`src/rvCtrlPkg.sv`:
```
package rvCtrlPkg;

	typedef enum logic [3:0] {
		aluAdd,
		aluSub,
		aluSll,
		aluSlt,
		aluSltu,
		aluXor,
		aluSrl,
		aluSra,
		aluOr,
		aluAnd,
		aluPassB // lui
	} aluOpT;

	// next pc source
	typedef enum logic [1:0] {
		pcPlus4,
		pcBranch, // pc+imm, conditional when isBranch
		pcJalr
	} pcSelT;

	// write-back source, also seen outside as memToReg
	typedef enum logic [1:0] {
		wbAlu,
		wbMem,
		wbPcPlus4,
		wbPcImm // auipc
	} wbSelT;

	// access size, same codes as the memory side expects
	typedef enum logic [1:0] {
		sizeByte = 2'd0,
		sizeHalf = 2'd1,
		sizeWord = 2'd3
	} memSizeT;

endpackage

```
`src/rvIsaPkg.sv`:
```
package rvIsaPkg;

	localparam int xlen = 32;

	typedef logic [4:0] regIdxT;

	// major opcodes of the supported subset
	typedef enum logic [6:0] {
		opLui    = 7'b0110111,
		opAuipc  = 7'b0010111,
		opJal    = 7'b1101111,
		opJalr   = 7'b1100111,
		opBranch = 7'b1100011,
		opLoad   = 7'b0000011,
		opStore  = 7'b0100011,
		opOpImm  = 7'b0010011,
		opOp     = 7'b0110011,
		opSystem = 7'b1110011
	} opcodeT;

	// funct3 for OP and OP-IMM
	localparam logic [2:0] f3AddSub = 3'b000;
	localparam logic [2:0] f3Sll    = 3'b001;
	localparam logic [2:0] f3Slt    = 3'b010;
	localparam logic [2:0] f3Sltu   = 3'b011;
	localparam logic [2:0] f3Xor    = 3'b100;
	localparam logic [2:0] f3SrlSra = 3'b101;
	localparam logic [2:0] f3Or     = 3'b110;
	localparam logic [2:0] f3And    = 3'b111;

	// funct3 for loads and stores
	localparam logic [2:0] f3Byte  = 3'b000;
	localparam logic [2:0] f3Half  = 3'b001;
	localparam logic [2:0] f3Word  = 3'b010;
	localparam logic [2:0] f3ByteU = 3'b100;
	localparam logic [2:0] f3HalfU = 3'b101;

	localparam logic [2:0] f3Beq  = 3'b000;
	localparam logic [2:0] f3Jalr = 3'b000;

	localparam logic [6:0] f7Base = 7'b0000000;
	localparam logic [6:0] f7Alt  = 7'b0100000; // sub, sra

	localparam logic [31:0] ebreakWord = 32'h0010_0073;

endpackage

```
`src/rvAlu.sv`:
```
`timescale 1ns/1ns

module rvAlu import rvCtrlPkg::*; (
	input  logic [31:0] srcA,
	input  logic [31:0] srcB,
	input  aluOpT       aluOp,
	output logic [31:0] result,
	output logic        zero
);

	logic [4:0] shamt;

	assign shamt = srcB[4:0];

	always_comb begin
		case (aluOp)
			aluAdd:   result = srcA + srcB;
			aluSub:   result = srcA - srcB;
			aluSll:   result = srcA << shamt;
			aluSlt:   result = {31'b0, $signed(srcA) < $signed(srcB)};
			aluSltu:  result = {31'b0, srcA < srcB};
			aluXor:   result = srcA ^ srcB;
			aluSrl:   result = srcA >> shamt;
			aluSra:   result = $signed(srcA) >>> shamt;
			aluOr:    result = srcA | srcB;
			aluAnd:   result = srcA & srcB;
			aluPassB: result = srcB;
			default:  result = '0;
		endcase
	end

	// beq looks at this after aluSub
	assign zero = (result == 32'b0);

endmodule

```
`src/rvCore.sv`:
```
`timescale 1ns/1ns

module rvCore import rvIsaPkg::*, rvCtrlPkg::*; #(
	parameter logic [xlen-1:0] resetPc = '0
) (
	input  logic            clk,
	input  logic            rstN,
	input  logic [xlen-1:0] inst,
	input  logic [xlen-1:0] readData,  // aligned to bit 0, zero above access
	output logic [xlen-1:0] pc,
	output logic [xlen-1:0] aluResult, // also the data address
	output logic [xlen-1:0] storeData,
	output memSizeT         dataLen,
	output logic            memWrite,
	output wbSelT           memToReg,
	output logic            invalid,
	output logic            halt
);

	aluOpT           aluOp;
	pcSelT           pcSel;
	wbSelT           wbSel;
	regIdxT          rs1Idx, rs2Idx, rdIdx;
	logic            aluSrcImm, isBranch, loadSigned, ebreak, zero;
	logic            decRegWrite, decMemWrite, regWrite;
	logic [xlen-1:0] imm, rdData1, rdData2, srcB;
	logic [xlen-1:0] pcPlus4, pcImm, loadData, wrData;

	assign rs1Idx = inst[19:15];
	assign rs2Idx = inst[24:20];
	assign rdIdx  = inst[11:7];

	assign srcB      = aluSrcImm ? imm : rdData2;
	assign storeData = rdData2; // memory does the lane placement
	assign memToReg  = wbSel;

	// nothing retires while halted
	assign regWrite = decRegWrite & ~halt;
	assign memWrite = decMemWrite & ~halt;

	always_comb begin
		loadData = readData;
		if (loadSigned) begin
			case (dataLen)
				sizeByte: loadData = {{24{readData[7]}}, readData[7:0]};
				sizeHalf: loadData = {{16{readData[15]}}, readData[15:0]};
				default:  loadData = readData;
			endcase
		end
	end

	always_comb begin
		case (wbSel)
			wbMem:     wrData = loadData;
			wbPcPlus4: wrData = pcPlus4; // link
			wbPcImm:   wrData = pcImm;
			default:   wrData = aluResult;
		endcase
	end

	rvDecoder decoder_i (
		.inst(inst), .aluOp(aluOp), .aluSrcImm(aluSrcImm), .pcSel(pcSel),
		.isBranch(isBranch), .regWrite(decRegWrite), .memWrite(decMemWrite),
		.wbSel(wbSel), .dataLen(dataLen), .loadSigned(loadSigned), .imm(imm),
		.invalid(invalid), .ebreak(ebreak)
	);

	rvRegFile regFile_i (
		.clk(clk), .rstN(rstN), .rs1(rs1Idx), .rs2(rs2Idx), .rd(rdIdx),
		.wrEn(regWrite), .wrData(wrData), .rdData1(rdData1), .rdData2(rdData2)
	);

	rvAlu alu_i (
		.srcA(rdData1), .srcB(srcB), .aluOp(aluOp), .result(aluResult), .zero(zero)
	);

	rvFetch #(.resetPc(resetPc)) fetch_i (
		.clk(clk), .rstN(rstN), .imm(imm), .aluResult(aluResult), .zero(zero),
		.pcSel(pcSel), .isBranch(isBranch), .ebreak(ebreak), .pc(pc),
		.pcPlus4(pcPlus4), .pcImm(pcImm), .halt(halt)
	);

endmodule

```
`src/rvDecoder.sv`:
```
`timescale 1ns/1ns

module rvDecoder import rvIsaPkg::*, rvCtrlPkg::*; (
	input  logic [xlen-1:0] inst,
	output aluOpT           aluOp,
	output logic            aluSrcImm,
	output pcSelT           pcSel,
	output logic            isBranch,
	output logic            regWrite,
	output logic            memWrite,
	output wbSelT           wbSel,
	output memSizeT         dataLen,
	output logic            loadSigned,
	output logic [xlen-1:0] imm,
	output logic            invalid,
	output logic            ebreak
);

	opcodeT          opcode;
	logic [2:0]      funct3;
	logic [6:0]      funct7;
	logic [xlen-1:0] immI, immS, immB, immU, immJ;
	logic            valid;

	function automatic aluOpT aluFromFunct3(input logic [2:0] f3, input logic alt);
		aluOpT op;
		case (f3)
			f3AddSub: op = alt ? aluSub : aluAdd;
			f3Sll:    op = aluSll;
			f3Slt:    op = aluSlt;
			f3Sltu:   op = aluSltu;
			f3Xor:    op = aluXor;
			f3SrlSra: op = alt ? aluSra : aluSrl;
			f3Or:     op = aluOr;
			f3And:    op = aluAnd;
			default:  op = aluAdd;
		endcase
		return op;
	endfunction

	assign opcode = opcodeT'(inst[6:0]);
	assign funct3 = inst[14:12];
	assign funct7 = inst[31:25];

	assign immI = {{20{inst[31]}}, inst[31:20]};
	assign immS = {{20{inst[31]}}, inst[31:25], inst[11:7]};
	assign immB = {{19{inst[31]}}, inst[31], inst[7], inst[30:25], inst[11:8], 1'b0};
	assign immU = {inst[31:12], 12'b0};
	assign immJ = {{11{inst[31]}}, inst[31], inst[19:12], inst[20], inst[30:21], 1'b0};

	always_comb begin
		aluOp      = aluAdd;
		aluSrcImm  = 1'b0;
		pcSel      = pcPlus4;
		isBranch   = 1'b0;
		regWrite   = 1'b0;
		memWrite   = 1'b0;
		wbSel      = wbAlu;
		dataLen    = sizeWord;
		loadSigned = ~funct3[2]; // lbu/lhu have bit 2 set
		imm        = immI;
		valid      = 1'b0;
		ebreak     = 1'b0;
		case (opcode)
			opLui: begin
				valid     = 1'b1;
				regWrite  = 1'b1;
				aluSrcImm = 1'b1;
				aluOp     = aluPassB;
				imm       = immU;
			end
			opAuipc: begin
				valid    = 1'b1;
				regWrite = 1'b1;
				wbSel    = wbPcImm; // pc+imm from fetch
				imm      = immU;
			end
			opJal: begin
				valid    = 1'b1;
				regWrite = 1'b1;
				wbSel    = wbPcPlus4;
				pcSel    = pcBranch; // unconditional, isBranch low
				imm      = immJ;
			end
			opJalr: begin
				valid     = (funct3 == f3Jalr);
				regWrite  = 1'b1;
				wbSel     = wbPcPlus4;
				aluSrcImm = 1'b1;
				pcSel     = pcJalr;
			end
			opBranch: begin
				valid    = (funct3 == f3Beq); // only beq
				isBranch = 1'b1;
				pcSel    = pcBranch;
				aluOp    = aluSub;
				imm      = immB;
			end
			opLoad: begin
				regWrite  = 1'b1;
				aluSrcImm = 1'b1;
				wbSel     = wbMem;
				case (funct3)
					f3Byte, f3ByteU: begin
						valid   = 1'b1;
						dataLen = sizeByte;
					end
					f3Half, f3HalfU: begin
						valid   = 1'b1;
						dataLen = sizeHalf;
					end
					f3Word: valid = 1'b1;
					default: valid = 1'b0;
				endcase
			end
			opStore: begin
				memWrite  = 1'b1;
				aluSrcImm = 1'b1;
				imm       = immS;
				case (funct3)
					f3Byte: begin
						valid   = 1'b1;
						dataLen = sizeByte;
					end
					f3Half: begin
						valid   = 1'b1;
						dataLen = sizeHalf;
					end
					f3Word: valid = 1'b1;
					default: valid = 1'b0;
				endcase
			end
			opOpImm: begin
				// shift-immediates not supported
				valid     = (funct3 != f3Sll) && (funct3 != f3SrlSra);
				regWrite  = 1'b1;
				aluSrcImm = 1'b1;
				aluOp     = aluFromFunct3(funct3, 1'b0);
			end
			opOp: begin
				valid = (funct7 == f7Base) ||
					((funct7 == f7Alt) && (funct3 == f3AddSub || funct3 == f3SrlSra));
				regWrite = 1'b1;
				aluOp    = aluFromFunct3(funct3, funct7 == f7Alt);
			end
			opSystem: begin
				valid  = (inst == ebreakWord);
				ebreak = valid;
			end
			default: valid = 1'b0;
		endcase

		// unsupported encoding: no writes, just step over it
		if (!valid) begin
			regWrite = 1'b0;
			memWrite = 1'b0;
			pcSel    = pcPlus4;
		end
		invalid = ~valid;
	end

endmodule

```
`src/rvFetch.sv`:
```
`timescale 1ns/1ns

module rvFetch import rvCtrlPkg::*; #(
	parameter logic [31:0] resetPc = 32'h0
) (
	input  logic        clk,
	input  logic        rstN,
	input  logic [31:0] imm,
	input  logic [31:0] aluResult,
	input  logic        zero,
	input  pcSelT       pcSel,
	input  logic        isBranch,
	input  logic        ebreak,
	output logic [31:0] pc,
	output logic [31:0] pcPlus4,
	output logic [31:0] pcImm,
	output logic        halt
);

	logic        halted;
	logic        takeImm;
	logic [31:0] pcNext;

	assign pcPlus4 = pc + 32'd4;
	assign pcImm   = pc + imm;
	assign takeImm = ~isBranch | zero; // jal always takes it
	assign halt    = halted | ebreak;  // up in the ebreak cycle already

	always_comb begin
		case (pcSel)
			pcBranch: pcNext = takeImm ? pcImm : pcPlus4;
			pcJalr:   pcNext = {aluResult[31:1], 1'b0};
			default:  pcNext = pcPlus4;
		endcase
	end

	always_ff @(posedge clk or negedge rstN) begin
		if (!rstN) begin
			pc     <= resetPc;
			halted <= 1'b0;
		end else begin
			if (ebreak)
				halted <= 1'b1; // sticky until reset
			if (!halt)
				pc <= pcNext;
		end
	end

endmodule

```
`src/rvRegFile.sv`:
```
`timescale 1ns/1ns

module rvRegFile import rvIsaPkg::*; (
	input  logic            clk,
	input  logic            rstN,
	input  regIdxT          rs1,
	input  regIdxT          rs2,
	input  regIdxT          rd,
	input  logic            wrEn,
	input  logic [xlen-1:0] wrData,
	output logic [xlen-1:0] rdData1,
	output logic [xlen-1:0] rdData2
);

	logic [xlen-1:0] regs [1:31]; // x0 has no storage

	always_ff @(posedge clk or negedge rstN) begin
		if (!rstN) begin
			for (int i = 1; i < 32; i++) begin
				regs[i] <= '0;
			end
		end else if (wrEn && (rd != '0)) begin
			regs[rd] <= wrData;
		end
	end

	assign rdData1 = (rs1 == '0) ? '0 : regs[rs1];
	assign rdData2 = (rs2 == '0) ? '0 : regs[rs2];

endmodule

```
`config.mk`:
```
export PLATFORM = sky130hd
export DESIGN_NAME = rvCore
export DESIGN_NICKNAME = d
export VERILOG_FILES = /design/src/rvCtrlPkg.sv /design/src/rvIsaPkg.sv /design/src/rvAlu.sv /design/src/rvCore.sv /design/src/rvDecoder.sv /design/src/rvFetch.sv /design/src/rvRegFile.sv
export SDC_FILE = /design/constraint.sdc
export NUM_CORES = 2
export LEC_CHECK = 0
export BUFFER_PORTS_ARGS = -buffer_cell sky130_fd_sc_hd__buf_2
export CORE_ASPECT_RATIO = 2
export CORE_MARGIN = 3
export CORE_UTILIZATION = 45
export CTS_BUF_LIST = sky130_fd_sc_hd__clkbuf_4 sky130_fd_sc_hd__clkbuf_8 sky130_fd_sc_hd__clkbuf_16
export CTS_CLUSTER_DIAMETER = 60
export CTS_CLUSTER_SIZE = 25
export DETAILED_ROUTE_END_ITERATION = 12
export PLACE_DENSITY = 0.62
export SYNTH_ARGS = -nofsm -noshare
export SYNTH_HDL_FRONTEND = slang
export SYNTH_SLANG_ARGS = --single-unit
```
`constraint.sdc`:
```
create_clock -name clk -period 8.9 [get_ports clk]
set_clock_uncertainty 0.15 [all_clocks]
set_input_delay 1.78 -clock clk [delete_from_list [all_inputs] [get_ports clk]]
set_output_delay 1.78 -clock clk [all_outputs]
set_load 0.03 [all_outputs]
```
# Word level (Yosys, flattened, before mapping)
# Memory sizes are Yosys's and may differ from the RTL's.
# Index checks and enable logic that the tools add are counted.
# Widths: inputs -> output; s select.
[word_totals]
regBits = 1025
input_bits = 66
romBits = 32
word_cells = 161
out_inout_bits = 103
mem_count = 1
[op_classes]
reduce_logical = 25
magnitude_cmp = 6
eq_ne = 37
n_bitwise = 13
shift = 3
addsub = 4
muxes = 39
[memory_table]
columns = ["name", "words", "word_bits", "rd", "rd_ports_with_merged_regs", "write_ports", "line", "text"]
rows = [
  ["(name not given)", 8, 4, 1, 0, 0, "rvDecoder.sv:27", "case (f3)"],
]
[ops]
columns = ["operator", "n"]
rows = [
  ["$bwmux 992", 1],
  ["$pmux 32 s11", 1],
  ["$bmux 32 s5", 2],
  ["$mux 32", 10],
  ["$demux 32 s5", 1],
  ["$pmux 32 s2", 2],
  ["$pmux 31 s4", 1],
  ["$pmux 32 s3", 1],
  ["$add 32x32->32", 2],
  ["$lt 32x32->1", 2],
  ["$add 32x3->32 const B", 1],
  ["$and 32x32->32", 1],
  ["$eq 32x21->1 const B", 1],
  ["$logic_not 32->1", 1],
  ["$or 32x32->32", 1],
  ["$pmux 4 s8", 1],
  ["$shl 32x5->32", 1],
  ["$shr 32x5->32", 1],
  ["$sshr 32x5->32", 1],
  ["$sub 32x32->32", 1],
  ["$xor 32x32->32", 1],
  ["$eq 7x6->1 const B", 4],
  ["$eq 7x7->1 const B", 4],
  ["$ge 6x6->1 const B", 3],
  ["other kinds (36)", 82],
]

# Depth between registers and ports, before layout
[depth]
ltp_word = 12
depth_mapped = 35
mapped_depth_nobuf = 26

# Cells and area by module
# From an unflattened synthesis, not the netlist that was laid out.
[unflattened]
hier_cells = 6186
hier_area_um2 = 70604.0
[by_module_without_submodules]
columns = ["mod", "area_each_um2", "cells_each", "seq_area_each_um2", "instances"]
rows = [
  ["rvRegFile", 53585.1, 3775, 24823.8, 1],
  ["rvAlu", 9975.8, 1476, 0.0, 1],
  ["rvFetch", 4609.4, 613, 825.8, 1],
  ["rvCore", 1393.8, 165, 0.0, 1],
  ["rvDecoder", 1039.7, 157, 0.0, 1],
]

# Worst setup path before layout
# Ideal clock, no wire load.
[synth_path]
path_type = "input-to-reg"
startpoint = "input inst[21]"
endpoint = "register fetch_i.pc[15]"
path_slack_ns = -1.060
cell_stages = 30
arrival_time_ns = 9.720
t_required_ns = 8.660
setup_ns = 0.090
n_path_buf = 7
cell_sequence = "buf_6 > buf_2 > buf_2 > mux2_2 > a221o_1 > nand4_1 > a31oi_1 > mux2i_1 > buf_2 > buf_2 > buf_1 > ha_1 > inv_1 > a41oi_1 > nand3_1 > a2111oi_0 > nor3_1 > o31ai_1 > o31ai_1 > o311ai_0 > mux2i_1 > o211ai_1 > a211oi_1 > o21ai_0 > or4_1 > or4_1 > buf_4 > nand2_2 > mux2_2 > o221ai_1"
[synth_between]
elab_chain_cells = 12
word_cells_on_any_way = 31
cone_classes = "add/sub: 3; order compare: 2; eq/ne: 3; shift: 3; mux: 12; bitwise: 6; reduce/logical: 2"
[synth_lines]
columns = ["element", "line", "text"]
rows = [
  ["from (decl)", "rvCore.sv:8", "input logic [xlen-1:0] inst,"],
  ["$not 5->6 (implied by the code)", "rvRegFile.sv:28", "assign rdData2 = (rs2 == '0) ? '0 : regs[rs2];"],
  ["$bmux 32 s5", "rvRegFile.sv:28", ""],
  ["$mux 32 (implied by the code) (2 in a row)", "rvRegFile.sv:28", ""],
  ["$mux 32 (*)", "rvRegFile.sv:28", ""],
  ["via storeData[3]", "rvCore.sv:12", "output logic [xlen-1:0] storeData,"],
  ["$mux 32 (*)", "rvCore.sv:33", "assign srcB = aluSrcImm ? imm : rdData2;"],
  ["$sub 32x32->32, or another cell as far along", "rvAlu.sv:18", "aluSub: result = srcA - srcB;"],
  ["$pmux 32 s11 (*)", "rvAlu.sv:16", "case (aluOp)"],
  ["via aluResult[30]", "rvCore.sv:11", "output logic [xlen-1:0] aluResult,"],
  ["$logic_not 32->1 (*)", "rvAlu.sv:33", "assign zero = (result == 32'b0);"],
  ["$or 1x1->1 (*)", "rvFetch.sv:26", "assign takeImm = ~isBranch | zero;"],
  ["$mux 32 (*)", "rvFetch.sv:31", "pcBranch: pcNext = takeImm ? pcImm : pcPlus4;"],
  ["$pmux 32 s2 (*)", "rvFetch.sv:30", "case (pcSel)"],
  ["to (signal assigned)", "rvFetch.sv:39", "pc <= resetPc;"],
  ["to (signal assigned)", "rvFetch.sv:45", "pc <= pcNext;"],
  ["to (decl)", "rvFetch.sv:14", "output logic [31:0] pc,"],
]
# Mark *: on every way through the listed nets, which the timed path passes. The rest lies on a longest branch. The select of a mux whose other input is x is not followed.
# A chain may end at the register's enable or synchronous reset.

# Final worst setup path
[layout_path]
startpoint = "input inst[19]"
endpoint = "output aluResult[3]"
[layout_between]
elab_chain_cells = 7
word_cells_on_any_way = 15
cone_classes = "add/sub: 2; shift: 3; mux: 5; bitwise: 4; reduce/logical: 1"
[layout_lines]
columns = ["element", "line", "text"]
rows = [
  ["$not 5->6 (implied by the code)", "rvRegFile.sv:27", "assign rdData1 = (rs1 == '0) ? '0 : regs[rs1];"],
  ["$bmux 32 s5", "rvRegFile.sv:27", ""],
  ["$mux 32 (implied by the code) (2 in a row)", "rvRegFile.sv:27", ""],
  ["$mux 32 (*)", "rvRegFile.sv:27", ""],
  ["$sub 32x32->32, or another cell as far along", "rvAlu.sv:18", ""],
  ["$pmux 32 s11 (*)", "rvAlu.sv:16", ""],
  ["to (decl)", "rvCore.sv:11", ""],
]
# Every way passes the cells marked *; elsewhere a longest branch is shown, timed or not. The select of a mux whose other input is x is not followed.

==> summary.md <==
| Metric | Value |
|---|---|
| Simple logic cell fraction of the synthesized area | 13.1% |
| Global route hottest layer | met2 |
| Netlist cell types | 97 |
| Max-Cap Viols | 0 |
| Most Frequent Cell on Critical Path | buf_4 |
| Clock transition at path regs | 90 ps |
| Clock network power share | approximately a quarter |
| Status | finished, violations left |
| Worst-case reg-to-reg path depth | 28 |
| Switching Fraction | between 30% and 40% |
| Max Clk Rate | approximately 0.11 GHz |
| Delay-heaviest family, CP | compound AO/OA/AOI/OAI gates |
| Worst Path Buf+Inv | 10 |
| Crit Path Category | in2out |
| Fin crit period | 9000 ps |
| DP HPWL | 249000 um |
| Post-synthesis adder-cell area fraction | 2.84% |
| Worst setup SP type | input pin |
| Post-synth EDFFs | 0 |
| Critical Path AT | between 7000 and 8000 ps |
| Io pins | approximately 170 |
| Synthesized cell area | 66400 sq um |
| Final ANT Viol Nets | 0 |
| Fin Hold WS | around 350 ps |
| Async S/R FF share, synth | between 90% and 100% |
| Leakage | roughly 0.036 uW |
| Hold Path Sink | regFile_i.regs[47] |
| PwrDens | ~140 nW/um^2 |
| P_int | around 7300 uW |
| M1 GR Usage | between 40% and 50% |
| Crit-path cells | buf_2 -> buf_4 -> and4b_2 -> buf_4 -> buf_4 -> buf_4 -> a22oi_1 -> nand4_1 -> or3b_2 -> buf_12 -> buf_4 -> buf_4 -> a21oi_1 -> nor2_1 -> a22o_1 -> o21ai_1 -> o211ai_1 -> buf_4 -> a22oi_2 -> buf_2 |
| CP peak stage delay | around 640 ps |
| Syn Inst Count | between 7000 and 8000 |
| Finish-stage setup viols | 3 |
| Crit Path Max Fanout | 13 |
| DR pass1 iterations | 6 |
| Worst setup margin | -97.8 ps |
| Vias in the first global route | ~65000 |
| Largest net degree at the start of global routing | roughly 170 |
| Logic gate share of total power | about a third |
| Worst R2R Setup Slack | approximately 1200 ps |
| Clock Path Buffers | 3 |
| FF-to-FF Start | regFile_i.regs[160] |
| Syn-to-layout area delta | 22.2% |
| Post-CTS Hold Buffers | 0 |
| Pins Over Slew Limit | 0 |
| Fin area | between 80000 and 90000 sq um |
| YS warnings | 0 |
| Largest family of logic cells by synthesized area | compound AO/OA/AOI/OAI gates |
| Die area | around 150000 sq um |
| Sequential share of the synthesized area | 38.6% |
| Area occupied by registers | approximately 26000 sq um |
| Post-Synthesis Net Count | approximately 7300 |
| Core ar. | between 100000 and 150000 sq um |
| Worst hold path class | reg2reg |
| WL final | 349000 um |
| Seq pwr share | between 40% and 50% |
| Met2 Track Usage GR | a little under three quarters |
| Crit-path slowest cell | a22oi_2 |
| Mean Syn Cell Area | 9.36 sq um |
| Mux cell area share after synthesis | between 10% and 20% |
| Initial Util | around 45% |
| Root Driver | clkbuf_16 |
| Sink Count | about 1000 |
| Skew-Pair Late Insertion Delay | roughly 750 ps |
| First-pass GRT wire length | 488000 um |
| Critical Path Sink Type | primary output |
| Compound-Gate Fraction of Synth Area | 20.4% |
| Synth top area share | 38.6% |
| Routed via count | 65618 |
| DR DRC count | 0 |
| Fraction of layout cells with a size suffix above 1 | between 20 and 30% |
| Placed standard-cell area | between 70000 and 80000 sq um |
| Top cells by area, synth | dfrtp_1 (39%), mux4_2 (13%), o21ai_0 (8.8%) |
| Die W | around 280 um |
| Req. time, crit path | 6970 ps |
| DR WL/cell | approximately 36 um |
| Hold Startpoint | regFile_i.regs[47] |
| Total track usage | between 40 and 50% |
| RD Place Congestion | between 1 and 1.5 |
| Chip Height | ~550 um |
| Slew margin rel. | under 10% |
| Placement Setup Slack | -1120 ps |
| Worst reg2reg path endpoint | fetch_i.pc[15] |
| Met3 Use GR | between 10% and 20% |
| Fillers | roughly 13000 |
| XOR/XNOR share of the synthesized area | less than 1% |
| Worst slew pin tran | approximately 1400 ps |
| Peak supply drop | 201 uV |
| Nets@finish | between 8000 and 9000 |
| GRT overflow | 0 |
| Multi-input logic area | ~39000 sq um |
| Sw Pwr | around 4300 uW |
| IO Port Bufs | 168 |
| Initial antenna violation count | 26 |
| Final Hold Viols | 0 |
| H-tree levels | 2 |
| Vias/cell | a little under 7 |
| Failing checks | setup timing |
| # rows | a little under 200 |
| #FFs+latches synth | 1025 |
| Top FF cell, synth | dfrtp_1 |
| Final period util | 101% |
| Drt first-iter violations | 7143 |
| Yosys top cell by area | dfrtp_1 |
| TritonCTS Buffers | 54 |
| CTS tree | yes |
| WHS Path Cells | 2 |
| Unrepaired setup endpoints after global routing | yes |
-- worst reg2reg max path: cells and delay by family, from the launching register on --
kind / cells / cell delay [ps]
AOI/OAI and AO/OA: 9 / 1860
xor gates and xnor gates: 1 / 190
adders and majority gates: 2 / 530
buffers and inverters: 8 / 1530
DFF: 1 / 430
muxes: 3 / 1270
and+or+nand+nor: 5 / 1680
-- worst max-delay path by stage --
stage | startpoint | to | cells after the start
after detailed placement | inst[20] | aluResult[31] | 25
final | inst[19] | aluResult[3] | 20
after global placement | inst[20] | aluResult[0] | 23
after global routing | inst[20] | aluResult[31] | 27
after floorplan | inst[20] | fetch_i.pc[15] | 30
after CTS | inst[20] | aluResult[0] | 26
-- cell type report --
| cell class | instances | share of cell area [%] |
|---|---|---|
| antenna | 14 | 0.0432 |
| tap | 1900 | 2.93 |
| clock buffer | 57 | 1.73 |
| timing repair buffer | 1303 | 14.1 |
| multi-input combinational | 5258 | 48.5 |
| sequential | 1025 | 31.6 |
| clock inverter | 21 | 0.399 |
| inverter | 163 | 0.766 |
-- state kept, by name (all words and copies together) (netlist names) --
signal,count
fetch_i.pc,32
fetch_i.halted,1
regFile_i.regs,992
-- synthesized netlist by cell type, drive strengths merged (38+ instances only) --
master and n:
nand2 1298, o21ai 1199, dfrtp 1025, clkbuf 460, mux4 380, mux2i 282
a21oi 281, nor2 263, buf 192, inv 159, a22oi 150, ha 146
mux2 114, nor3 111, nand3 76, o22ai 69, o211ai 51, xnor2 51
a221oi 49, a21o 42, a22o 42, nand4 42, a211oi 38
-- through the flow --
stage	utilization [%]	power (uW)	cells	setup TNS [ps]
3_3_place_gp	52.4	8270	9549	-44320
6_report	55.5	11600	9741	-158
3_5_place_dp	52.4	8270	9549	-48210
4_1_cts	54.7	11300	9684	-1080
2_1_floorplan	-	6370	7098	-47.6
5_1_grt	55.5	11900	9730	-432
-- cells by family after synthesis --
family	after synthesis
buffers and inverters	815
muxes	776
and+or+nand+nor	2024
xor gates and xnor gates	71
AOI/OAI and AO/OA	2238
DFF	1025
adders and majority gates	149
-- timing repair --
item,CTS,global route
pin swaps,55,81
buffers inserted,52,41
gates resized for setup,210,150
setup endpoints to repair,57,46
cloned,9,4
-- cells in the final DEF, fill, tap and decap left out, types with 124 or more instances in the layout --
master / Yosys / routed
a21oi_1: 279 / 256
a22oi_1: 150 / 145
buf_2: 109 / 148
buf_4: 18 / 978
dfrtp_1: 1025 / 1025
ha_1: 146 / 124
inv_1: 153 / 142
mux2i_1: 282 / 273
mux4_2: 380 / 380
nand2_1: 1296 / 1260
nor2_1: 263 / 248
o21ai_0: 1171 / 1130
-- power by group through the flow --
stage | clock network [uW] | registers, uW | logic (uW)
5_1_grt | 3180 | 4760 | 3940
6_report | 3000 | 4750 | 3840
4_1_cts | 3020 | 4750 | 3580
3_5_place_dp | 0 | 4840 | 3430
2_1_floorplan | 0 | 4850 | 1520
3_3_place_gp | 0 | 4840 | 3430
-- metal layers --
| layer | part of all wire [%] | vias to the layer above |
|---|---|---|
| li1 | - | 27350 |
| met1 | 32 | 32378 |
| met2 | 46 | 4265 |
| met3 | 9.1 | 1613 |
| met4 | 13 | 12 |
| met5 | 0.028 | - |
Power figures use the tool's default switching activity.
